==> src/fft_macros.svh <==
`ifndef FFT_MACROS_SVH
`define FFT_MACROS_SVH

// transform size
`define FFT_N 32
`define FFT_LOG2N 5       // stage count and address width

// sample path
`define FFT_DW 18         // real or imaginary component width

// twiddle factors
`define FFT_TW_W 14       // signed cos and sin width
`define FFT_TW_FRAC 12    // fraction bits, 1.0 is 4096

`endif

==> src/fft_pkg.sv <==
`include "fft_macros.svh"

package fft_pkg;

   // one real or imaginary component
   typedef logic signed [`FFT_DW-1:0] sample_t;

   // cos or sin in Q12
   typedef logic signed [`FFT_TW_W-1:0] twiddle_t;

   // position within a frame
   typedef logic [`FFT_LOG2N-1:0] point_addr_t;

   // twiddle rom index, W32^0 .. W32^15
   typedef logic [`FFT_LOG2N-2:0] tw_idx_t;

   // stage read sequencer
   typedef enum logic [1:0] {
      idle,
      read_a,
      read_b
   } stage_state_e;

endpackage

==> src/fft_stream_if.sv <==
`timescale 1ns/10ps

interface fft_stream_if;
   import fft_pkg::*;

   logic        valid;   // one sample per clock, no handshake
   point_addr_t addr;    // target slot in the next frame buffer
   sample_t     re;
   sample_t     im;

   modport src (
      output valid,
      output addr,
      output re,
      output im
   );

   modport dst (
      input valid,
      input addr,
      input re,
      input im
   );
endinterface

==> src/fft_output_unloader.sv <==
`timescale 1ns/10ps
`include "fft_macros.svh"

module fft_output_unloader (
   input  logic                 clk,
   input  logic                 arst_n,
   fft_stream_if.dst            up,
   output logic                 out_valid,
   output fft_pkg::point_addr_t out_index,
   output fft_pkg::sample_t     out_re,
   output fft_pkg::sample_t     out_im
);
   import fft_pkg::*;

   sample_t     buf_re [2][`FFT_N];
   sample_t     buf_im [2][`FFT_N];
   point_addr_t wr_cnt, rd_cnt;
   logic        wr_bank, rd_bank, rd_active, frame_done;

   assign frame_done = up.valid && (wr_cnt == point_addr_t'(`FFT_N - 1));

   always_ff @(posedge clk) begin
      if (up.valid) begin
         buf_re[wr_bank][up.addr] <= up.re;   // scattered write by bin
         buf_im[wr_bank][up.addr] <= up.im;
      end
      out_index <= rd_cnt;
      out_re    <= buf_re[rd_bank][rd_cnt];
      out_im    <= buf_im[rd_bank][rd_cnt];
   end

   always_ff @(posedge clk or negedge arst_n) begin
      if (!arst_n) begin
         wr_cnt    <= '0;
         wr_bank   <= 1'b0;
         rd_cnt    <= '0;
         rd_bank   <= 1'b0;
         rd_active <= 1'b0;
         out_valid <= 1'b0;
      end else begin
         out_valid <= rd_active;
         if (up.valid) wr_cnt <= wr_cnt + 1'b1;
         if (frame_done) begin
            wr_bank   <= ~wr_bank;
            rd_bank   <= wr_bank;    // drain the bank just filled
            rd_cnt    <= '0;
            rd_active <= 1'b1;
         end else if (rd_active) begin
            rd_cnt <= rd_cnt + 1'b1;
            if (&rd_cnt) rd_active <= 1'b0;
         end
      end
   end

endmodule

==> src/flat_wrapper.sv <==
// flat-port wrapper written by rule: the top's interface ports become plain ports
module fft_output_unloader_flat import fft_pkg::*;
  (clk, arst_n, out_valid, out_index, out_re, out_im, up_valid, up_addr, up_re, up_im);
  fft_stream_if up_i ();
  input  logic clk;
  input  logic arst_n;
  output logic out_valid;
  output fft_pkg::point_addr_t out_index;
  output fft_pkg::sample_t out_re;
  output fft_pkg::sample_t out_im;
  input wire logic [$bits(up_i.valid)-1:0] up_valid;
  input wire logic [$bits(up_i.addr)-1:0] up_addr;
  input wire logic [$bits(up_i.re)-1:0] up_re;
  input wire logic [$bits(up_i.im)-1:0] up_im;
  assign up_i.valid = up_valid;
  assign up_i.addr = up_addr;
  assign up_i.re = up_re;
  assign up_i.im = up_im;
  fft_output_unloader u_core (.clk(clk), .arst_n(arst_n), .up(up_i), .out_valid(out_valid), .out_index(out_index), .out_re(out_re), .out_im(out_im));
endmodule
==> config.mk <==
export PLATFORM = sky130hd
export DESIGN_NAME = fft_output_unloader_flat
export DESIGN_NICKNAME = d
export VERILOG_FILES = /design/src/fft_pkg.sv /design/src/fft_stream_if.sv /design/src/fft_output_unloader.sv /design/src/flat_wrapper.sv
export VERILOG_INCLUDE_DIRS = /design/src
export SDC_FILE = /design/constraint.sdc
export NUM_CORES = 2
export LEC_CHECK = 0
export BUFFER_PORTS_ARGS = -buffer_cell sky130_fd_sc_hd__buf_4
export CORE_MARGIN = 1
export CORE_UTILIZATION = 50
export CTS_BUF_LIST = sky130_fd_sc_hd__clkbuf_8 sky130_fd_sc_hd__clkbuf_16
export DETAILED_ROUTE_END_ITERATION = 7
export PLACE_DENSITY_LB_ADDON = 0.15
export SLEW_MARGIN = 10
export SYNTH_ARGS = -nofsm -noshare
export SYNTH_HDL_FRONTEND = slang
export SYNTH_SLANG_ARGS = --single-unit
==> constraint.sdc <==
create_clock -name clk -period 3.4 [get_ports clk]
set_input_delay 0.34 -clock clk [delete_from_list [all_inputs] [get_ports clk]]
set_output_delay 0.34 -clock clk [all_outputs]
set_load 0.03 [all_outputs]
==> impl_metrics.env <==
export IMPL_status="finished clean"
export IMPL_io_buffers=85
export IMPL_slew_headroom_pct=19.3
export IMPL_finalCritPeriodShare_pct=93.0
export IMPL_crit_fanout=16
export IMPL_num_io_pins=86
export IMPL_synth_nets=4018
export IMPL_avgSynthCellArea_um2=22.5
export IMPL_clkSinkCount=2359
export IMPL_setup_tns_ns=0
export IMPL_cp_start_kind="flop"
export IMPL_first_pass_iters=5
export IMPL_worst_pin_slew_ns=1.21
export IMPL_nFillCells=12700
export IMPL_crit_path_frequent_cell="buf_4"
export IMPL_initial_utilization_pct=50.6
export IMPL_die_y_um=425
export IMPL_p_leak_nw=31.9
export IMPL_core_area_um2=177000
export IMPL_report_final_slew_viol_count=0
export IMPL_die_width_um=425
export IMPL_root_buffer="clkbuf_16"
export IMPL_ctsResizeCount=0
export IMPL_end_kind="flop"
export IMPL_synth_seq_cells=2359
export IMPL_synth_enable_flop_cells=2304
export IMPL_antenna_found_initial=20
export IMPL_drive_above_1_share_pct=28.8
export IMPL_synth_flop_cell="edfxtp_1"
export IMPL_p_total_w=0.0747
export IMPL_routed_via_count=44800
export IMPL_grt_pass1_vias=44100
export IMPL_path_cells="buf_4 -> nand2b_1 -> buf_4 -> o221ai_1 -> o22ai_1 -> and3_1"
export IMPL_async_reset_ff_share_pct=0.593
export IMPL_fmax_mhz=316
export IMPL_grt_max_degree=68
export IMPL_rsz0062_at_grt="no"
export IMPL_setup_viol=0
export IMPL_die_area_um2=180000
export IMPL_post_route_min_period_ns=3.16
export IMPL_drc=0
export IMPL_maxCapViolations=0
export IMPL_grt_use_total_pct=28.6
export IMPL_drt_iter0_drc=5775
export IMPL_final_cells=6923
export IMPL_wl_um=255000
export IMPL_r2r_cells=6
export IMPL_p_per_area_nw_per_um2=727
export IMPL_yosysWarnings=0
export IMPL_hold_violations=0
export IMPL_cpPeakStageDelay_ns=1.12
export IMPL_hold_depth=1
export IMPL_critPathKind="flop to flop"
export IMPL_ant_nets=0
export IMPL_required_ns=4.21
export IMPL_area_growth_pct=15.0
export IMPL_critical_path_slowest_cell="dfrtp_1"
export IMPL_clk_latency_ns=0.88
export IMPL_cp_arrival_ns=3.97
export IMPL_grt_pass1_wl_um=354000
export IMPL_ys_types=43
export IMPL_rows=154
export IMPL_htreeDepth=4
export IMPL_peakVddDrop_mv=0.520
export IMPL_cts_buffers=228
export IMPL_clock_skew_ns=0.0393
export IMPL_gp_congestion=0.810
export IMPL_ys_seq_area_share_pct=78.8
export IMPL_dp_hpwl_um=145000
export IMPL_netlist_instances=3970
export IMPL_synth_area_um2=89300
export IMPL_dpl_cell_area_um2=95100
export IMPL_dp_cells=6452
export IMPL_nets=4420
export IMPL_wl_per_cell_um=36.9
export IMPL_final_area_um2=103000
export IMPL_hold_class="input pin to flop"
export IMPL_cts_tree="done"
export IMPL_clk_pin_slew_ns=0.06
export IMPL_cts_max_path_buffers=3
export IMPL_grt_overflow=0
export IMPL_viasPerCell=6.48
power breakdown:
part           leakage, nW  switching [W]  total (W)  internal [W]
registers             21.2       0.000783     0.0333        0.0325
logic                 6.77        0.00975     0.0168       0.00709
clock network         3.87         0.0108     0.0246        0.0138
metrics by stage:
stage,util [%],setup slack [ns],hold WS (ns)
final,58.1,0.239,0.0344
after global placement,53.8,0.303,0.220
after floorplan,-,0.267,0.0444
after global routing,58.1,0.275,0.0251
after detailed placement,53.8,0.290,0.219
after CTS,58.1,0.297,0.00114
routing by layer:
layer	track usage [%]	wire length (µm)	vias up
met1	40.3	101000	24500
met4	7.59	6690	4
met5	0	27	-
met2	46.5	125000	2262
li1	-	-	17700
met3	4.96	21700	343
logic make-up (layout without fill, tap and decap cells):
family | Yosys count | count (layout) | share of synthesized area (%)
AO/OA/AOI/OAI | 286 | 286 | 2.31
XOR/XNOR | 7 | 7 | 0.0686
other | 0 | 8 | 0
AND/OR/NAND/NOR | 420 | 420 | 2.40
flip-flops | 2359 | 2359 | 78.8
multiplexers | 662 | 662 | 14.8
buffers and inverters | 232 | 837 | 1.56
adder cells (fa/ha/maj) | 4 | 4 | 0.0560
what timing repair did:
action / in CTS / in global routing
endpoints found under the hold margin: 989 / 0
buffers inserted: 0 / 0
hold buffers: 30 / 0
sequential cells by signal, indices dropped and copies added, names as in the netlist:
register / flops
u_core.rd_active: 1
u_core.out_valid: 1
u_core.wr_cnt: 5
u_core.out_index: 5
u_core.out_im: 18
u_core.rd_cnt: 5
u_core.wr_bank: 1
u_core.out_re: 18
u_core.buf_re: 1152
u_core.rd_bank: 1
u_core.buf_im: 1152
final cells by class:
| class | count | area, µm² | share of cell area [%] |
|---|---|---|---|
| inverters | 2 | 7.51 | 0.00731 |
| flip-flops and latches | 2359 | 70400 | 68.5 |
| repair buffers | 402 | 3970 | 3.86 |
| clock buffers | 239 | 5900 | 5.75 |
| diodes | 8 | 20.0 | 0.0195 |
| multi-input cells | 1379 | 18100 | 17.6 |
| well taps | 2340 | 2930 | 2.85 |
| clock inverters | 194 | 1420 | 1.38 |
Yosys cell counts, types with 3 or more instances:
master,n,area share (%)
a211oi_1,41,0.34
a21oi_1,7,0.039
a22oi_1,62,0.52
and2_1,4,0.028
and3_1,31,0.22
and4_1,4,0.039
buf_1,11,0.046
buf_2,69,0.39
buf_4,35,0.29
buf_6,35,0.44
buf_8,4,0.067
clkbuf_1,76,0.32
dfrtp_1,14,0.39
dfxtp_1,41,0.92
edfxtp_1,2304,77
ha_1,4,0.056
mux2_2,26,0.33
mux2i_1,110,1.2
mux4_2,526,13
nand2_1,77,0.32
nand2b_1,11,0.077
nand3_1,63,0.35
nand3b_1,4,0.034
nand4_1,57,0.40
nor2_1,87,0.37
nor2b_1,48,0.34
nor3_1,10,0.056
nor4_1,12,0.084
o21ai_0,10,0.056
o221ai_1,61,0.60
o22ai_1,94,0.66
o31ai_1,5,0.042
or2_2,7,0.049
xnor2_1,4,0.039
xor2_1,3,0.029
layout by cell type (no fill, tap or decap), types with 48 or more instances in the layout:
cell and instances:
o22ai_1 94, buf_12 70, mux4_2 526, inv_1 78, nand4_1 57, nor2_4 66
nand2_1 77, o221ai_1 61, edfxtp_1 2304, buf_4 302, clkinv_1 48, a22oi_1 62
nand3_1 63, clkbuf_16 232, mux2i_1 110
worst max-delay path: cells and delay by family, from the launching register on:
family	cells	cell delay, ns
buf+inv	2	0.69
flops	1	1.12
compound gates	2	0.90
simple gates	2	0.37
path summary, 6_finish.rpt:
check / to / slack (ns) / startpoint
max: u_core.out_re[3] / 0.24 / u_core.rd_cnt[4]
min reg2reg: u_core.wr_cnt[3] / 0.48 / u_core.wr_cnt[3]
min in group asynchronous: u_core.rd_bank / 0.66 / arst_n
min: u_core.buf_re[0][273] / 0.03 / up_re[3]
max in group asynchronous: u_core.rd_cnt[2] / 2.15 / arst_n
max reg2reg: u_core.out_re[3] / 0.24 / u_core.rd_cnt[4]
No activity file was read; power rests on OpenSTA's default activity.
