[config.mk]
export PLATFORM = sky130hd
export DESIGN_NAME = fft_input_loader_flat
export DESIGN_NICKNAME = d
export VERILOG_FILES = /design/src/fft_pkg.sv /design/src/fft_stream_if.sv /design/src/fft_input_loader.sv /design/src/flat_wrapper.sv
export VERILOG_INCLUDE_DIRS = /design/src
export SDC_FILE = /design/constraint.sdc
export NUM_CORES = 1
export LEC_CHECK = 0
export ABC_CLOCK_PERIOD_IN_PS = 1400
export BUFFER_PORTS_ARGS = -buffer_cell sky130_fd_sc_hd__buf_4
export CORE_MARGIN = 2
export CORE_UTILIZATION = 25
export CTS_BUF_LIST = sky130_fd_sc_hd__clkbuf_8
export DETAILED_ROUTE_END_ITERATION = 12
export PLACE_DENSITY = 0.48
export SYNTH_ARGS = -nofsm -noshare
export SYNTH_HDL_FRONTEND = slang
export SYNTH_SLANG_ARGS = --single-unit
[constraint.sdc]
create_clock -name clk -period 1.4 [get_ports clk]
set_input_delay 0.14 -clock clk [delete_from_list [all_inputs] [get_ports clk]]
set_output_delay 0.14 -clock clk [all_outputs]
set_load 0.005 [all_outputs]
[src/fft_macros.svh]
`ifndef FFT_MACROS_SVH
`define FFT_MACROS_SVH

// transform size
`define FFT_N 32
`define FFT_LOG2N 5       // stage count and address width

// sample path
`define FFT_DW 18         // real or imaginary component width

// twiddle factors
`define FFT_TW_W 14       // signed cos and sin width
`define FFT_TW_FRAC 12    // fraction bits, 1.0 is 4096

`endif

[src/fft_pkg.sv]
`include "fft_macros.svh"

package fft_pkg;

   // one real or imaginary component
   typedef logic signed [`FFT_DW-1:0] sample_t;

   // cos or sin in Q12
   typedef logic signed [`FFT_TW_W-1:0] twiddle_t;

   // position within a frame
   typedef logic [`FFT_LOG2N-1:0] point_addr_t;

   // twiddle rom index, W32^0 .. W32^15
   typedef logic [`FFT_LOG2N-2:0] tw_idx_t;

   // stage read sequencer
   typedef enum logic [1:0] {
      idle,
      read_a,
      read_b
   } stage_state_e;

endpackage

[src/fft_stream_if.sv]
`timescale 1ns/10ps

interface fft_stream_if;
   import fft_pkg::*;

   logic        valid;   // one sample per clock, no handshake
   point_addr_t addr;    // target slot in the next frame buffer
   sample_t     re;
   sample_t     im;

   modport src (
      output valid,
      output addr,
      output re,
      output im
   );

   modport dst (
      input valid,
      input addr,
      input re,
      input im
   );
endinterface

[src/fft_input_loader.sv]
`timescale 1ns/10ps

module fft_input_loader (
   input  logic             clk,
   input  logic             arst_n,
   input  logic             in_valid,
   input  fft_pkg::sample_t in_re,
   input  fft_pkg::sample_t in_im,
   fft_stream_if.src        dst
);
   import fft_pkg::*;

   point_addr_t cnt;       // natural order position
   point_addr_t rev_addr;

   // DIT wants the input in bit-reversed order
   assign rev_addr = {<<{cnt}};

   always_ff @(posedge clk or negedge arst_n) begin
      if (!arst_n) begin
         cnt       <= '0;
         dst.valid <= 1'b0;
      end else begin
         dst.valid <= in_valid;
         if (in_valid) begin
            cnt <= cnt + 1'b1;   // wraps every frame
         end
      end
   end

   always_ff @(posedge clk) begin
      if (in_valid) begin
         dst.addr <= rev_addr;
         dst.re   <= in_re;
         dst.im   <= in_im;
      end
   end

endmodule

[src/flat_wrapper.sv]
// flat-port wrapper written by rule: the top's interface ports become plain ports
module fft_input_loader_flat import fft_pkg::*;
  (clk, arst_n, in_valid, in_re, in_im, dst_valid, dst_addr, dst_re, dst_im);
  fft_stream_if dst_i ();
  input  logic clk;
  input  logic arst_n;
  input  logic in_valid;
  input  fft_pkg::sample_t in_re;
  input  fft_pkg::sample_t in_im;
  output wire logic [$bits(dst_i.valid)-1:0] dst_valid;
  output wire logic [$bits(dst_i.addr)-1:0] dst_addr;
  output wire logic [$bits(dst_i.re)-1:0] dst_re;
  output wire logic [$bits(dst_i.im)-1:0] dst_im;
  assign dst_valid = dst_i.valid;
  assign dst_addr = dst_i.addr;
  assign dst_re = dst_i.re;
  assign dst_im = dst_i.im;
  fft_input_loader u_core (.clk(clk), .arst_n(arst_n), .in_valid(in_valid), .in_re(in_re), .in_im(in_im), .dst(dst_i));
endmodule
==> results.sh, run 1 <==
export IMPL_clkTransAtPathRegs_ns=0.08
export IMPL_rsz0062_at_grt="no"
export IMPL_path_class="register to register"
export IMPL_finalSetupTns_ns=0
export IMPL_track_usage_pct=9.47
export IMPL_fin_area_sq_um=2350
export IMPL_synth_area_leader_cell="edfxtp_1"
export IMPL_crit_fanout=4
export IMPL_p_leak_nw=0.981
export IMPL_worstPathRequired_ns=1.58
export IMPL_nets=194
export IMPL_holdWs_ns=0.0212
export IMPL_seqPwrFrac_pct=58.5
export IMPL_die_area_sq_um=6450
export IMPL_die_y_microns=80.3
export IMPL_fp_dieW_microns=80.3
export IMPL_h_tree_depth=2
export IMPL_port_buffers=80
export IMPL_hold_viol=0
export IMPL_grt_pass1_vias=859
export IMPL_dp_cells=211
export IMPL_finalSetupViolations=0
export IMPL_p_total_mw=3.20
export IMPL_start_kind="register"
export IMPL_postRouteAntennaNets=0
export IMPL_ys_seq_elements=47
export IMPL_max_freq_ghz=0.929
export IMPL_arrival_ns=1.26
export IMPL_drt_total_wl_microns=2910
export IMPL_synthTopCellsByCount="edfxtp_1, dfrtp_1, xnor2_1"
export IMPL_yosysSeqAreaShare_pct=94.8
export IMPL_place_area_sq_um=2170
export IMPL_area_growth_synth_to_final_pct=61.6
export IMPL_synth_area_top_cells="edfxtp_1, dfrtp_1, xnor2_1"
export IMPL_hold_path_class="input pin to register"
export IMPL_intPower_mw=2.51
export IMPL_irDropWorstVdd_mv=0.696
export IMPL_drt_iter0_drc=36
export IMPL_swShare_pct=21.5
export IMPL_ctsResizeCount=0
export IMPL_syn_nets=96
export IMPL_report_final_slew_viol_count=0
export IMPL_p_switching_mw=0.687
export IMPL_core_area_sq_um=5570
export IMPL_power_share_clock_pct=27.3
export IMPL_num_io_pins=81
export IMPL_powerDensity_nw_per_um2=1360
export IMPL_cts_sinks=47
export IMPL_root_buffer="clkbuf_8"
export IMPL_antenna_cells=0
export IMPL_drc=0
export IMPL_grt_ovfl_total=0
export IMPL_ys_flop_type="edfxtp_1"
export IMPL_cts_buffers=5
export IMPL_vias_per_cell=3.82
export IMPL_avgSynthCellArea_sq_um=26.0
export IMPL_netlist_instances=56
export IMPL_dpl_hpwl_microns=2210
export IMPL_grt_pass1_wl_microns=4460
export IMPL_cts_buffer_depth=2
export IMPL_gp_congestion=0.649
export IMPL_grt_max_degree=26
export IMPL_maxCapViolCount=0
export IMPL_vias=868
export IMPL_status="finished, final reports clean"
export IMPL_rows=27
export IMPL_yosysUniqueCellTypes=8
export IMPL_synth_top_area_share_pct=84.5
export IMPL_synth_edf_count=41
export IMPL_period_share_pct=76.9
export IMPL_antenna_found_initial=0
export IMPL_finalClockSkew_ns=0.00238
export IMPL_cts_tree="yes"
export IMPL_async_reset_ff_share_pct=12.8
export IMPL_synthesis_area_sq_um=1460
export IMPL_fin_crit_ns=1.08
export IMPL_dr_pass1_iters=4
export IMPL_cp_end_kind="register"
export IMPL_worstMarginPinSlew_ns=0.292
export IMPL_avgRoutedWirePerCell_microns=12.8
export IMPL_synth_most_common_cell="edfxtp_1"
export IMPL_finalNonFillerCells=227
export IMPL_yosysWarnings=0
export IMPL_relSlewSlack_pct=80.6
export IMPL_start_util_pct=26.1
export IMPL_drive_above_1_share_pct=59.4
export IMPL_worstSkewPairLatency_ns=0.29
export IMPL_combPwrFrac_pct=14.2
[flip-flops by register name, summed over array words and instances (netlist names)]
signal	count
u_core.cnt	5
u_core.dst.addr	5
u_core.dst.im	18
u_core.dst.re	18
u_core.dst.valid	1
[final timing paths]
kind / endpoint / from / slack (ns) / depth (start not counted)
worst max-delay path: u_core.cnt[1]$_DFFE_PN0P_ / u_core.cnt[0]$_DFFE_PN0P_ / 0.32 / 2
worst min-delay path: u_core.dst.im[11]$_DFFE_PP_ / in_im[11] / 0.02 / 1
worst max register to register: u_core.cnt[1]$_DFFE_PN0P_ / u_core.cnt[0]$_DFFE_PN0P_ / 0.32 / 2
worst min register to register: u_core.cnt[4]$_DFFE_PN0P_ / u_core.cnt[4]$_DFFE_PN0P_ / 0.48 / 1
max in group asynchronous: u_core.cnt[0]$_DFFE_PN0P_ / arst_n / 1.10 / 2
min in group asynchronous: u_core.cnt[4]$_DFFE_PN0P_ / arst_n / 0.18 / 2
[power by group through the flow]
stage               clock network [mW]  registers, mW  logic (mW)
floorplan                            0           1.90       0.106
global placement                     0           1.90       0.439
detailed placement                   0           1.90       0.447
CTS                              0.912           1.88       0.448
global route                     0.967           1.90       0.502
finish                           0.872           1.87       0.454
[cells by family (layout without fill, tap and decap cells)]
logic type	Yosys count	in the layout	share of synthesized area, %
flip-flops	47	47	94.8
XOR/XNOR	4	4	2.41
AND/OR/NAND/NOR	3	3	1.12
adder cells (fa/ha/maj)	1	1	0.859
multiplexers	1	1	0.773
buffers and inverters	0	99	0
[worst max-delay path, cell delays in order, from the launching register on]
cell	delay, ns
dfrtp_1	0.42
ha_1	0.29
mux2_2	0.26
[area by class of cell]
class,instances,area (sq um)
Fill cell,523,3220
Clock inverter,1,7.51
Multi-Input combinational cell,9,75.1
Tap cell,72,90.1
Clock buffer,7,96.3
Sequential cell,47,1380
Timing Repair Buffer,91,703
[placed cells by master (no fill, tap or decap), drive strengths merged]
cell and count:
clkbuf 7, xor2 1, nand2 1, edfxtp 41, dlygate4sd3 8, dfrtp 6, xnor2 3, mux2 1
clkinvlp 1, nand4 2, buf 83, ha 1
[routing by layer]
layer | part of all wire [%] | track usage (%) | wire (microns)
met5 | 0 | 0 | 0
met4 | 0 | 2.54 | 0
met3 | 10 | 5.28 | 299
met2 | 52 | 15.0 | 1530
met1 | 37 | 11.1 | 1090
[through the flow]
| stage | utilization, % | worst slack [ns] |
|---|---|---|
| 6_report | 42.2 | 0.324 |
| 3_5_place_dp | 38.9 | 0.330 |
| 3_3_place_gp | 38.9 | 0.339 |
| 5_1_grt | 42.2 | 0.279 |
| 4_1_cts | 41.0 | 0.321 |
| 2_1_floorplan | - | 0.357 |
[what timing repair did]
action	4_1_cts	5_1_grt
endpoints found under the hold margin	6	7
hold buffers	1	7
buffers inserted	0	0
Power figures use the tool's default switching activity.
==> run 2, diff against run 1 <==
--- a/config.mk
+++ b/config.mk
@@ -6,7 +6,7 @@
 export SDC_FILE = /design/constraint.sdc
 export NUM_CORES = 1
 export LEC_CHECK = 0
-export ABC_CLOCK_PERIOD_IN_PS = 1400
+export ABC_CLOCK_PERIOD_IN_PS = 1000
 export BUFFER_PORTS_ARGS = -buffer_cell sky130_fd_sc_hd__buf_4
 export CORE_MARGIN = 2
 export CORE_UTILIZATION = 25
==> constraint.sdc (replaced) <==
create_clock -name clk -period 1 [get_ports clk]
set_input_delay 0.1 -clock clk [delete_from_list [all_inputs] [get_ports clk]]
set_output_delay 0.1 -clock clk [all_outputs]
set_load 0.005 [all_outputs]
==> results.sh, run 2 (synthesis results as in run 1) <==
export IMPL_max_stage_delay_ns=0.39
export IMPL_drive_above_1_share_pct=50.5
export IMPL_path_class="register to register"
export IMPL_grt_ovfl_total=0
export IMPL_nets=225
export IMPL_start_util_pct=26.1
export IMPL_final_common_cell="buf_4"
export IMPL_rsz0062_at_grt="yes"
export IMPL_cp_end_kind="register"
export IMPL_dr_pass1_iters=4
export IMPL_powerDensity_nw_per_um2=1800
export IMPL_num_io_pins=81
export IMPL_final_cell_mix="buf_4, edfxtp_1, dlygate4sd3_1"
export IMPL_relSlewSlack_pct=87.6
export IMPL_core_area_sq_um=5570
export IMPL_worstPathRequired_ns=1.19
export IMPL_swShare_pct=21.5
export IMPL_drt_total_wl_microns=3210
export IMPL_postRouteAntennaNets=0
export IMPL_p_total_mw=4.85
export IMPL_p_leak_nw=1.13
export IMPL_vias=1001
export IMPL_status="finished with violations"
export IMPL_fp_dieW_microns=80.3
export IMPL_combPwrFrac_pct=18.4
export IMPL_hold_viol=0
export IMPL_drt_iter0_drc=42
export IMPL_arrival_ns=1.23
export IMPL_dpl_hpwl_microns=2180
export IMPL_vias_per_cell=3.88
export IMPL_cts_buffers=5
export IMPL_start_kind="register"
export IMPL_period_share_pct=104
export IMPL_report_final_slew_viol_count=0
export IMPL_crit_fanout=2
export IMPL_die_area_sq_um=6450
export IMPL_h_tree_depth=2
export IMPL_drc=0
export IMPL_root_buffer="clkbuf_8"
export IMPL_gp_congestion=0.692
export IMPL_track_usage_pct=10.7
export IMPL_antenna_cells=0
export IMPL_slowest_stage="dfrtp_1"
export IMPL_intPower_mw=3.81
export IMPL_worstSkewPairLatency_ns=0.29
export IMPL_area_growth_synth_to_final_pct=85.1
export IMPL_antenna_found_initial=0
export IMPL_finalClockSkew_ns=0.00207
export IMPL_top_regs="u_core.dst.im (18), u_core.dst.re (18)"
export IMPL_finalSetupViolations=1
export IMPL_rows=27
export IMPL_cts_sinks=47
export IMPL_power_share_clock_pct=27.9
export IMPL_fin_crit_ns=1.04
export IMPL_setup_ws_ns=-0.0439
export IMPL_seqPwrFrac_pct=53.7
export IMPL_clkTransAtPathRegs_ns=0.09
export IMPL_port_buffers=80
export IMPL_cts_tree="yes"
export IMPL_grt_pass1_vias=1127
export IMPL_p_switching_mw=1.04
export IMPL_max_freq_ghz=0.958
export IMPL_worstPathCellList="ha_1 -> mux2_4"
export IMPL_grt_pass1_wl_microns=5130
export IMPL_violations="setup timing"
export IMPL_cts_buffer_depth=2
export IMPL_post_place_ws_ns=-0.0321
export IMPL_hold_path_class="input pin to register"
export IMPL_avgRoutedWirePerCell_microns=12.5
export IMPL_finalSetupTns_ns=-0.0439
export IMPL_maxCapViolCount=0
export IMPL_irDropWorstVdd_mv=1.31
export IMPL_grt_max_degree=21
export IMPL_die_y_microns=80.3
export IMPL_worstMarginPinSlew_ns=0.186
==> run 2: power by group through the flow <==
stage          clock network, mW  logic, mW  registers (mW)
3_3_place_gp                   0      0.701            2.64
4_1_cts                     1.40      0.844            2.61
5_1_grt                     1.49      0.976            2.64
2_1_floorplan                  0      0.148            2.66
6_report                    1.35      0.892            2.61
3_5_place_dp                   0      0.730            2.64
==> run 2: critical path, delay by kind of cell (launching register included) <==
family | cells | cell delay, ns
muxes | 1 | 0.26
adders and majority gates | 1 | 0.29
DFF | 1 | 0.39
==> run 2: path summary, 6_finish.rpt <==
check | from | depth (start not counted) | to | slack, ns
worst min register to register | u_core.cnt[4]$_DFFE_PN0P_ | 1 | u_core.cnt[4]$_DFFE_PN0P_ | 0.49
worst max-delay path | u_core.cnt[1]$_DFFE_PN0P_ | 2 | u_core.cnt[1]$_DFFE_PN0P_ | -0.04
worst min-delay path | in_valid | 2 | u_core.cnt[0]$_DFFE_PN0P_ | 0.13
worst max register to register | u_core.cnt[1]$_DFFE_PN0P_ | 2 | u_core.cnt[1]$_DFFE_PN0P_ | -0.04
max in group asynchronous | arst_n | 2 | u_core.cnt[0]$_DFFE_PN0P_ | 0.75
min in group asynchronous | arst_n | 2 | u_core.dst.valid$_DFF_PN0_ | 0.14
==> run 2: layout make-up <==
cell class | count | area (sq um)
clock buffer | 5 | 68.8
clock inverter | 3 | 43.8
fill | 484 | 2880
multi-input combinational | 9 | 78.8
sequential | 47 | 1380
tap | 72 | 90.1
timing repair buffer | 122 | 1030
==> run 2: per-stage QoR <==
step	cells	hold slack, ns	utilization [%]	instance area [sq um]
after floorplan	56	-0.196	-	1460
after global placement	212	-0.0890	39.5	2200
after detailed placement	212	-0.0870	39.5	2200
after CTS	257	0.121	48.2	2690
after global routing	258	0.128	48.4	2700
final	258	0.132	48.4	2700
==> run 2: what timing repair did <==
action / in CTS / in global routing
setup buffers: 0 / 1
hold buffers: 37 / 0
endpoints found under the hold margin: 42 / 0
gates resized for setup: 0 / 1
endpoints found under the setup margin: 1 / 1
==> run 2: routing by layer <==
layer | wire length (microns) | GRT usage, %
met1 | 1230 | 11.8
met2 | 1730 | 18.9
met3 | 230 | 4.27
met4 | 21 | 3.39
met5 | 0 | 0
