<file path="config.mk">
export PLATFORM = sky130hd
export DESIGN_NAME = fft_stage_flat
export DESIGN_NICKNAME = d
export VERILOG_FILES = /design/src/fft_pkg.sv /design/src/fft_stream_if.sv /design/src/fft_stage.sv /design/src/fft_stage_ram.sv /design/src/flat_wrapper.sv
export VERILOG_INCLUDE_DIRS = /design/src
export SDC_FILE = /design/constraint.sdc
export NUM_CORES = 2
export LEC_CHECK = 0
export BUFFER_PORTS_ARGS = -buffer_cell sky130_fd_sc_hd__buf_4
export CAP_MARGIN = 20
export CELL_PAD_IN_SITES_DETAIL_PLACEMENT = 0
export CELL_PAD_IN_SITES_GLOBAL_PLACEMENT = 1
export CORE_UTILIZATION = 30
export CTS_CLUSTER_SIZE = 24
export DETAILED_ROUTE_END_ITERATION = 6
export GPL_TIMING_DRIVEN = 0
export PLACE_DENSITY_LB_ADDON = 0.1
export SLEW_MARGIN = 20
export SYNTH_ARGS = -nofsm -noshare
export SYNTH_HDL_FRONTEND = slang
export SYNTH_HIERARCHICAL = 1
export SYNTH_SLANG_ARGS = --single-unit
</file>
<file path="constraint.sdc">
create_clock -name clk -period 10.4 [get_ports clk]
set_input_delay 1.04 -clock clk [delete_from_list [all_inputs] [get_ports clk]]
set_output_delay 1.04 -clock clk [all_outputs]
set_load 0.01 [all_outputs]
</file>
<file path="src/fft_macros.svh">
`ifndef FFT_MACROS_SVH
`define FFT_MACROS_SVH

// transform size
`define FFT_N 32
`define FFT_LOG2N 5       // stage count and address width

// sample path
`define FFT_DW 18         // real or imaginary component width

// twiddle factors
`define FFT_TW_W 14       // signed cos and sin width
`define FFT_TW_FRAC 12    // fraction bits, 1.0 is 4096

`endif

</file>
<file path="src/fft_pkg.sv">
`include "fft_macros.svh"

package fft_pkg;

   // one real or imaginary component
   typedef logic signed [`FFT_DW-1:0] sample_t;

   // cos or sin in Q12
   typedef logic signed [`FFT_TW_W-1:0] twiddle_t;

   // position within a frame
   typedef logic [`FFT_LOG2N-1:0] point_addr_t;

   // twiddle rom index, W32^0 .. W32^15
   typedef logic [`FFT_LOG2N-2:0] tw_idx_t;

   // stage read sequencer
   typedef enum logic [1:0] {
      idle,
      read_a,
      read_b
   } stage_state_e;

endpackage

</file>
<file path="src/fft_stream_if.sv">
`timescale 1ns/10ps

interface fft_stream_if;
   import fft_pkg::*;

   logic        valid;   // one sample per clock, no handshake
   point_addr_t addr;    // target slot in the next frame buffer
   sample_t     re;
   sample_t     im;

   modport src (
      output valid,
      output addr,
      output re,
      output im
   );

   modport dst (
      input valid,
      input addr,
      input re,
      input im
   );
endinterface

</file>
<file path="src/fft_stage.sv">
`timescale 1ns/10ps
`include "fft_macros.svh"

module fft_stage #(
   parameter int STAGE = 0
) (
   input  logic      clk,
   input  logic      arst_n,
   fft_stream_if.dst up,
   fft_stream_if.src down
);
   import fft_pkg::*;

   localparam int HALF = 1 << STAGE;               // butterfly span
   localparam int PW   = `FFT_DW + `FFT_TW_W;      // product width
   localparam int SW   = `FFT_DW + 3;              // sum width

   point_addr_t           wr_cnt;
   logic                  wr_bank, rd_bank, frame_done;
   stage_state_e          state;
   logic [`FFT_LOG2N-2:0] pair;
   point_addr_t           addr_a, addr_b, rd_addr, a_addr_q, b_addr_q;
   tw_idx_t               tw_idx;
   logic                  rd_en, got_a, got_b, send_b;
   sample_t               rd_re, rd_im, a_re, a_im, hold_re, hold_im;
   twiddle_t              tw_cos, tw_sin;
   logic signed [PW-1:0]  p_rc, p_is, p_rs, p_ic;
   logic signed [SW-1:0]  t_re, t_im, s_re, s_im, d_re, d_im;

   assign frame_done = up.valid && (wr_cnt == point_addr_t'(`FFT_N - 1));
   assign addr_a = point_addr_t'((int'(pair) / HALF) * 2 * HALF + int'(pair) % HALF);
   assign addr_b = addr_a + point_addr_t'(HALF);
   assign tw_idx = tw_idx_t'((int'(pair) % HALF) << (`FFT_LOG2N - 1 - STAGE));
   assign rd_en   = (state != idle);
   assign rd_addr = (state == read_b) ? addr_b : addr_a;

   fft_stage_ram #(.BANKS(2)) ram_i (
      .clk, .wr_en(up.valid), .wr_bank, .wr_addr(up.addr), .wr_re(up.re), .wr_im(up.im),
      .rd_en, .rd_bank, .rd_addr, .tw_idx, .rd_re, .rd_im, .tw_cos, .tw_sin
   );

   always_ff @(posedge clk or negedge arst_n) begin
      if (!arst_n) begin
         wr_cnt <= '0;
         wr_bank <= 1'b0;
         state <= idle;
         pair <= '0;
         rd_bank <= 1'b0;
         got_a <= 1'b0;
         got_b <= 1'b0;
         send_b <= 1'b0;
         down.valid <= 1'b0;
      end else begin
         if (up.valid) wr_cnt <= wr_cnt + 1'b1;
         if (frame_done) begin
            wr_bank <= ~wr_bank;            // next frame fills the other bank
            rd_bank <= wr_bank;
            pair <= '0;
            state <= read_a;
         end else if (state == read_a) begin
            state <= read_b;
         end else if (state == read_b) begin
            pair <= pair + 1'b1;
            state <= (&pair) ? idle : read_a;
         end
         got_a <= (state == read_a);
         got_b <= (state == read_b);
         send_b <= got_b;
         down.valid <= got_b | send_b;
      end
   end

   // B times twiddle, each product truncated to Q0
   assign p_rc = rd_re * tw_cos;
   assign p_is = rd_im * tw_sin;
   assign p_rs = rd_re * tw_sin;
   assign p_ic = rd_im * tw_cos;
   assign t_re = SW'(p_rc >>> `FFT_TW_FRAC) - SW'(p_is >>> `FFT_TW_FRAC);
   assign t_im = SW'(p_rs >>> `FFT_TW_FRAC) + SW'(p_ic >>> `FFT_TW_FRAC);
   assign s_re = a_re + t_re;
   assign s_im = a_im + t_im;
   assign d_re = a_re - t_re;
   assign d_im = a_im - t_im;

   always_ff @(posedge clk) begin
      if (state == read_b) begin
         a_addr_q <= addr_a;
         b_addr_q <= addr_b;
      end
      if (got_a) begin
         a_re <= rd_re;
         a_im <= rd_im;
      end
      if (got_b) begin
         down.addr <= a_addr_q;
         down.re <= sample_t'(s_re >>> 1);   // halve each stage
         down.im <= sample_t'(s_im >>> 1);
         hold_re <= sample_t'(d_re >>> 1);
         hold_im <= sample_t'(d_im >>> 1);
      end else begin
         down.addr <= b_addr_q;              // B' one cycle after A'
         down.re <= hold_re;
         down.im <= hold_im;
      end
   end

endmodule

</file>
<file path="src/fft_stage_ram.sv">
`timescale 1ns/10ps
`include "fft_macros.svh"

module fft_stage_ram #(
   parameter int BANKS = 2
) (
   input  logic                 clk,
   input  logic                 wr_en,
   input  logic                 wr_bank,
   input  fft_pkg::point_addr_t wr_addr,
   input  fft_pkg::sample_t     wr_re,
   input  fft_pkg::sample_t     wr_im,
   input  logic                 rd_en,
   input  logic                 rd_bank,
   input  fft_pkg::point_addr_t rd_addr,
   input  fft_pkg::tw_idx_t     tw_idx,
   output fft_pkg::sample_t     rd_re,
   output fft_pkg::sample_t     rd_im,
   output fft_pkg::twiddle_t    tw_cos,
   output fft_pkg::twiddle_t    tw_sin
);
   import fft_pkg::*;

   // round(4096*cos(pi*k/16)) and -round(4096*sin(pi*k/16))
   localparam twiddle_t COS_ROM [`FFT_N/2] = '{
      4096, 4017, 3784, 3406, 2896, 2276, 1567, 799,
      0, -799, -1567, -2276, -2896, -3406, -3784, -4017
   };
   localparam twiddle_t SIN_ROM [`FFT_N/2] = '{
      0, -799, -1567, -2276, -2896, -3406, -3784, -4017,
      -4096, -4017, -3784, -3406, -2896, -2276, -1567, -799
   };

   sample_t mem_re [BANKS][`FFT_N];
   sample_t mem_im [BANKS][`FFT_N];
   logic    wr_sel;
   logic    rd_sel;

   // a single-bank build ignores the bank select
   assign wr_sel = (BANKS > 1) ? wr_bank : 1'b0;
   assign rd_sel = (BANKS > 1) ? rd_bank : 1'b0;

   always_ff @(posedge clk) begin
      if (wr_en) begin
         mem_re[wr_sel][wr_addr] <= wr_re;
         mem_im[wr_sel][wr_addr] <= wr_im;
      end
   end

   // sample and twiddle come back together one cycle later
   always_ff @(posedge clk) begin
      if (rd_en) begin
         rd_re  <= mem_re[rd_sel][rd_addr];
         rd_im  <= mem_im[rd_sel][rd_addr];
         tw_cos <= COS_ROM[tw_idx];
         tw_sin <= SIN_ROM[tw_idx];
      end
   end

endmodule

</file>
<file path="src/flat_wrapper.sv">
// flat-port wrapper written by rule: the top's interface ports become plain ports
module fft_stage_flat import fft_pkg::*;
#(
   parameter int STAGE = 0
)
  (clk, arst_n, up_valid, up_addr, up_re, up_im, down_valid, down_addr, down_re, down_im);
  fft_stream_if up_i ();
  fft_stream_if down_i ();
  input  logic clk;
  input  logic arst_n;
  input wire logic [$bits(up_i.valid)-1:0] up_valid;
  input wire logic [$bits(up_i.addr)-1:0] up_addr;
  input wire logic [$bits(up_i.re)-1:0] up_re;
  input wire logic [$bits(up_i.im)-1:0] up_im;
  output wire logic [$bits(down_i.valid)-1:0] down_valid;
  output wire logic [$bits(down_i.addr)-1:0] down_addr;
  output wire logic [$bits(down_i.re)-1:0] down_re;
  output wire logic [$bits(down_i.im)-1:0] down_im;
  assign up_i.valid = up_valid;
  assign up_i.addr = up_addr;
  assign up_i.re = up_re;
  assign up_i.im = up_im;
  assign down_valid = down_i.valid;
  assign down_addr = down_i.addr;
  assign down_re = down_i.re;
  assign down_im = down_i.im;
  fft_stage #(.STAGE(STAGE)) u_core (.clk(clk), .arst_n(arst_n), .up(up_i), .down(down_i));
endmodule
</file>
==> parameters.txt <==
Parameter                              Value

Status
  Status ... finished with violations
  Failing checks ... design-rule violations

STA
  Max Transition Viols Final ... 0
  Worst hold margin ... 0.446 ns
  Peak Freq ... roughly 0.1 GHz
  Final total negative setup slack ... 0 ns
  Setup violations, final ... 0
  Final Critical Period ... 10.09 ns
  Setup repair after global routing missed its margin ... yes
  Slew at the pin with the worst max-slew slack ... 1.21 ns
  Worst slew slack as a fraction of its limit ... 19.6%
  Final Hold Violating Endpoints ... 0
  Share of the cycle needed by the critical path after routing ... 97.0%
  Worst Clk Skew ... 0.0618 ns

Routing
  Drt initial violations ... slightly above 6000
  Via count ... ~76000
  Count of nets left with antenna violations after detail routing ... 0
  WL/cell ... 31.7 um
  Number of DRC violations after detailed routing ... 1
  TritonRoute pass-1 iters ... 7
  Wirelength, routed ... 490000 um
  Via density per instance ... 4.94

Critical path
  Cell with the biggest individual delay on the critical path ... edfxtp_1
  Cell with the most instances on the worst path ... fa_1
  Peak fanout along the critical path ... 16
  Worst setup path class ... reg2reg
  Kind of cell with the highest combined delay on the critical path ... adder cells
  Nature of the critical path startpoint ... register
  Endpoint type of the worst setup path ... register
  Delay of the slowest critical-path stage ... 0.96 ns
  Required time worst endpoint ... 11.16 ns
  Sum of buffers and inverters on the critical path ... 6
  CP Data Arrival Time ... ~11 ns

GRT
  Largest net degree at the start of global routing ... 65
  First-pass GRT wire length ... 673000 um
  Combined global-route utilization of all metal layers ... 21.9%
  Number of antenna violations at the first check in global routing ... 62
  Via count of the first global-routing pass ... 81000
  Total congestion overflow after global routing ... 0

Floorplanning
  FP Rows ... 244
  Die X ... 669 um
  Starting density of the core ... around 30%
  Die outline area ... 447000 sq um
  Chip height ... 669 um
  Core Region ... 442000 sq um
  I/O pin count ... 86

Clocking
  CTS H-tree depth ... 5
  Clock Sinks ... 2500
  Number of buffers between clock root and the deepest sink ... 4
  CTS Root Buffer Type ... clkbuf_16
  Clock transition at the registers of the reported paths ... 0.06 ns
  Clock tree from TritonCTS ... built
  Total clock buffers created by CTS ... around 280
  Clk Latency, worst-skew pair ... 0.91 ns

Layout
  Fraction of final layout cells sized beyond drive strength 1 ... between 10% and 20%
  Count of fill cells added during filler insertion ... 42600
  Area of combinational cells with multiple inputs ... 53700 sq um
  Final Net Count ... 10600
  Sequential cell area ... ~75000 sq um
  Relative area change from synthesis to final layout ... 17.8%
  Final core utilization ... 35.5%

Synthesis
  Mean area per synthesized cell ... 15.5 sq um
  Top cells by area, synth ... edfxtp_1 55%, fa_1 14%, mux4_2 9.7%
  Synthesized instance count ... 8580
  Fraction of synthesis flops using an asynchronous set or reset pin ... less than 1%
  Top cell type by total area after synthesis ... edfxtp_1
  Number of synthesized flops with an enable pin ... 2442
  Ys Warns ... 6
  Commonest register cell after synthesis ... edfxtp_1
  Area share of the largest cell type after synthesis ... 55.0%
  Synthesized cell area ... approximately 130000 sq um
  Post-synthesis sequential area ratio ... 56.0%
  Number of different library cells in the post-synthesis netlist ... 90
  Number of flip-flops and latches in the synthesized netlist ... 2500

Job
  Max-cap violation count ... 0

Place
  Routability congestion estimate ... 0.858
  Number of port buffers ... slightly above 80
  Total half-perimeter wirelength after legalization and detailed placement ... 359000 um

Min path
  HP Class ... reg2reg
cells by family (layout without fill, tap and decap cells):
family | count (synthesis) | in the layout | share of synthesized area [%]
xor gates and xnor gates | 212 | 212 | 1.40
and+or+nand+nor | 1600 | 1600 | 5.97
AOI/OAI and AO/OA | 677 | 677 | 3.37
muxes | 667 | 667 | 10.4
DFF | 2500 | 2500 | 56.0
adders and majority gates | 1351 | 1351 | 18.1
buffers and inverters | 1572 | 2414 | 4.80
other | 1 | 103 | 0.00281
cell type report:
type | count | area share (%)
clock inverters | 141 | 0.799
repair buffers | 392 | 3.68
multi-input cells | 4536 | 34.2
diodes | 74 | 0.118
inverters | 1137 | 2.72
flip-flops and latches | 2500 | 47.5
well taps | 5904 | 4.71
plain buffers | 392 | 1.45
clock buffers | 352 | 4.77
path summary, 6_finish.rpt:
path                                        start                 end  slack [ns]  cells after the start
min reg2reg                u_core/ram_i/rd_im[15]     u_core/a_im[15]        0.45                      0
max reg2reg                u_core/ram_i/rd_re[15]  u_core/down.im[16]        0.31                     34
min in group asynchronous                  arst_n   u_core/down.valid        0.54                      2
min                        u_core/ram_i/rd_im[15]     u_core/a_im[15]        0.45                      0
max                        u_core/ram_i/rd_re[15]  u_core/down.im[16]        0.31                     34
max in group asynchronous                  arst_n        u_core/got_b        9.55                      2
cell usage after synthesis, drive strengths merged, types with 13 or more instances:
master	count
nor2	259
nor4	22
dfxtp	41
mux2	42
inv	1133
and2	506
xor2	59
fa	954
a31oi	18
o221ai	30
o21bai	16
ha	397
nand2b	63
o22a	20
nor3	41
and3	16
clkbuf	316
buf	119
nand4	14
edfxtp	2442
dfrtp	17
nor2b	34
o21ai	84
mux2i	51
o21a	16
a22oi	67
nand3	63
or3	13
a21oi	187
o22ai	103
xnor2	153
nand2	532
a21o	35
mux4	574
flip-flops by register name, indices dropped and copies added (netlist names), 12 cells and up:
register and count:
u_core/down.re 18, u_core/ram_i/mem_im 1152, u_core/ram_i/rd_im 18, u_core/ram_i/mem_re 1152, u_core/hold_re 18, u_core/a_re 18
u_core/hold_im 18, u_core/ram_i/rd_re 18, u_core/ram_i/tw_cos 14, u_core/down.im 18, u_core/a_im 18, u_core/ram_i/tw_sin 12
layout by cell type, fill, tap and decap left out, types with 21 or more instances in the layout:
| master | count |
|---|---|
| a21oi_1 | 164 |
| nor2_4 | 65 |
| nor4_2 | 21 |
| xor2_1 | 47 |
| mux2_2 | 41 |
| diode_2 | 74 |
| buf_4 | 224 |
| edfxtp_1 | 2442 |
| ha_1 | 381 |
| conb_1 | 29 |
| a21o_1 | 35 |
| dfxtp_1 | 41 |
| clkbuf_2 | 100 |
| buf_12 | 135 |
| a22oi_1 | 66 |
| o21ai_1 | 29 |
| clkinv_1 | 54 |
| buf_6 | 56 |
| buf_2 | 56 |
| nand3_1 | 63 |
| clkinv_2 | 44 |
| o21ai_0 | 49 |
| fa_1 | 954 |
| buf_16 | 54 |
| xnor2_1 | 140 |
| o22ai_1 | 103 |
| mux4_2 | 573 |
| nand2b_1 | 63 |
| clkbuf_16 | 289 |
| and2_1 | 505 |
| nor3_1 | 41 |
| nor2_1 | 188 |
| nand2_1 | 531 |
| o221ai_1 | 30 |
| nor2b_1 | 33 |
| clkbuf_1 | 185 |
| mux2i_1 | 51 |
| inv_1 | 1130 |
metal layers:
metal / vias to the layer above / part of all wire [%] / global-route usage, %
li1: 32000 / - / -
met1: 41900 / 41 / 27.9
met2: 1868 / 51 / 39.0
met3: 508 / 3.9 / 2.35
met4: 16 / 3.9 / 7.02
met5: - / 0.020 / 0
per-stage QoR:
| stage | instances | setup WS [ns] | instance area (sq um) |
|---|---|---|---|
| 6_report | 15400 | 0.314 | 157000 |
| 5_1_grt | 15400 | -0.0622 | 157000 |
| 4_1_cts | 15300 | -0.0418 | 156000 |
| 3_5_place_dp | 14800 | -2.49 | 146000 |
| 3_3_place_gp | 14600 | -3.50 | 141000 |
| 2_1_floorplan | 8608 | 1.27 | 133000 |
timing repair:
item                       4_1_cts  5_1_grt
pin swaps                       11       30
hold endpoints to repair        17        0
setup endpoints to repair       49       22
buffers inserted               107       18
resized for setup              184      149
hold buffers                     1        0
Power is not shown: default switching activity piles up to over one toggle a cycle in this logic, so the estimate is an artifact.
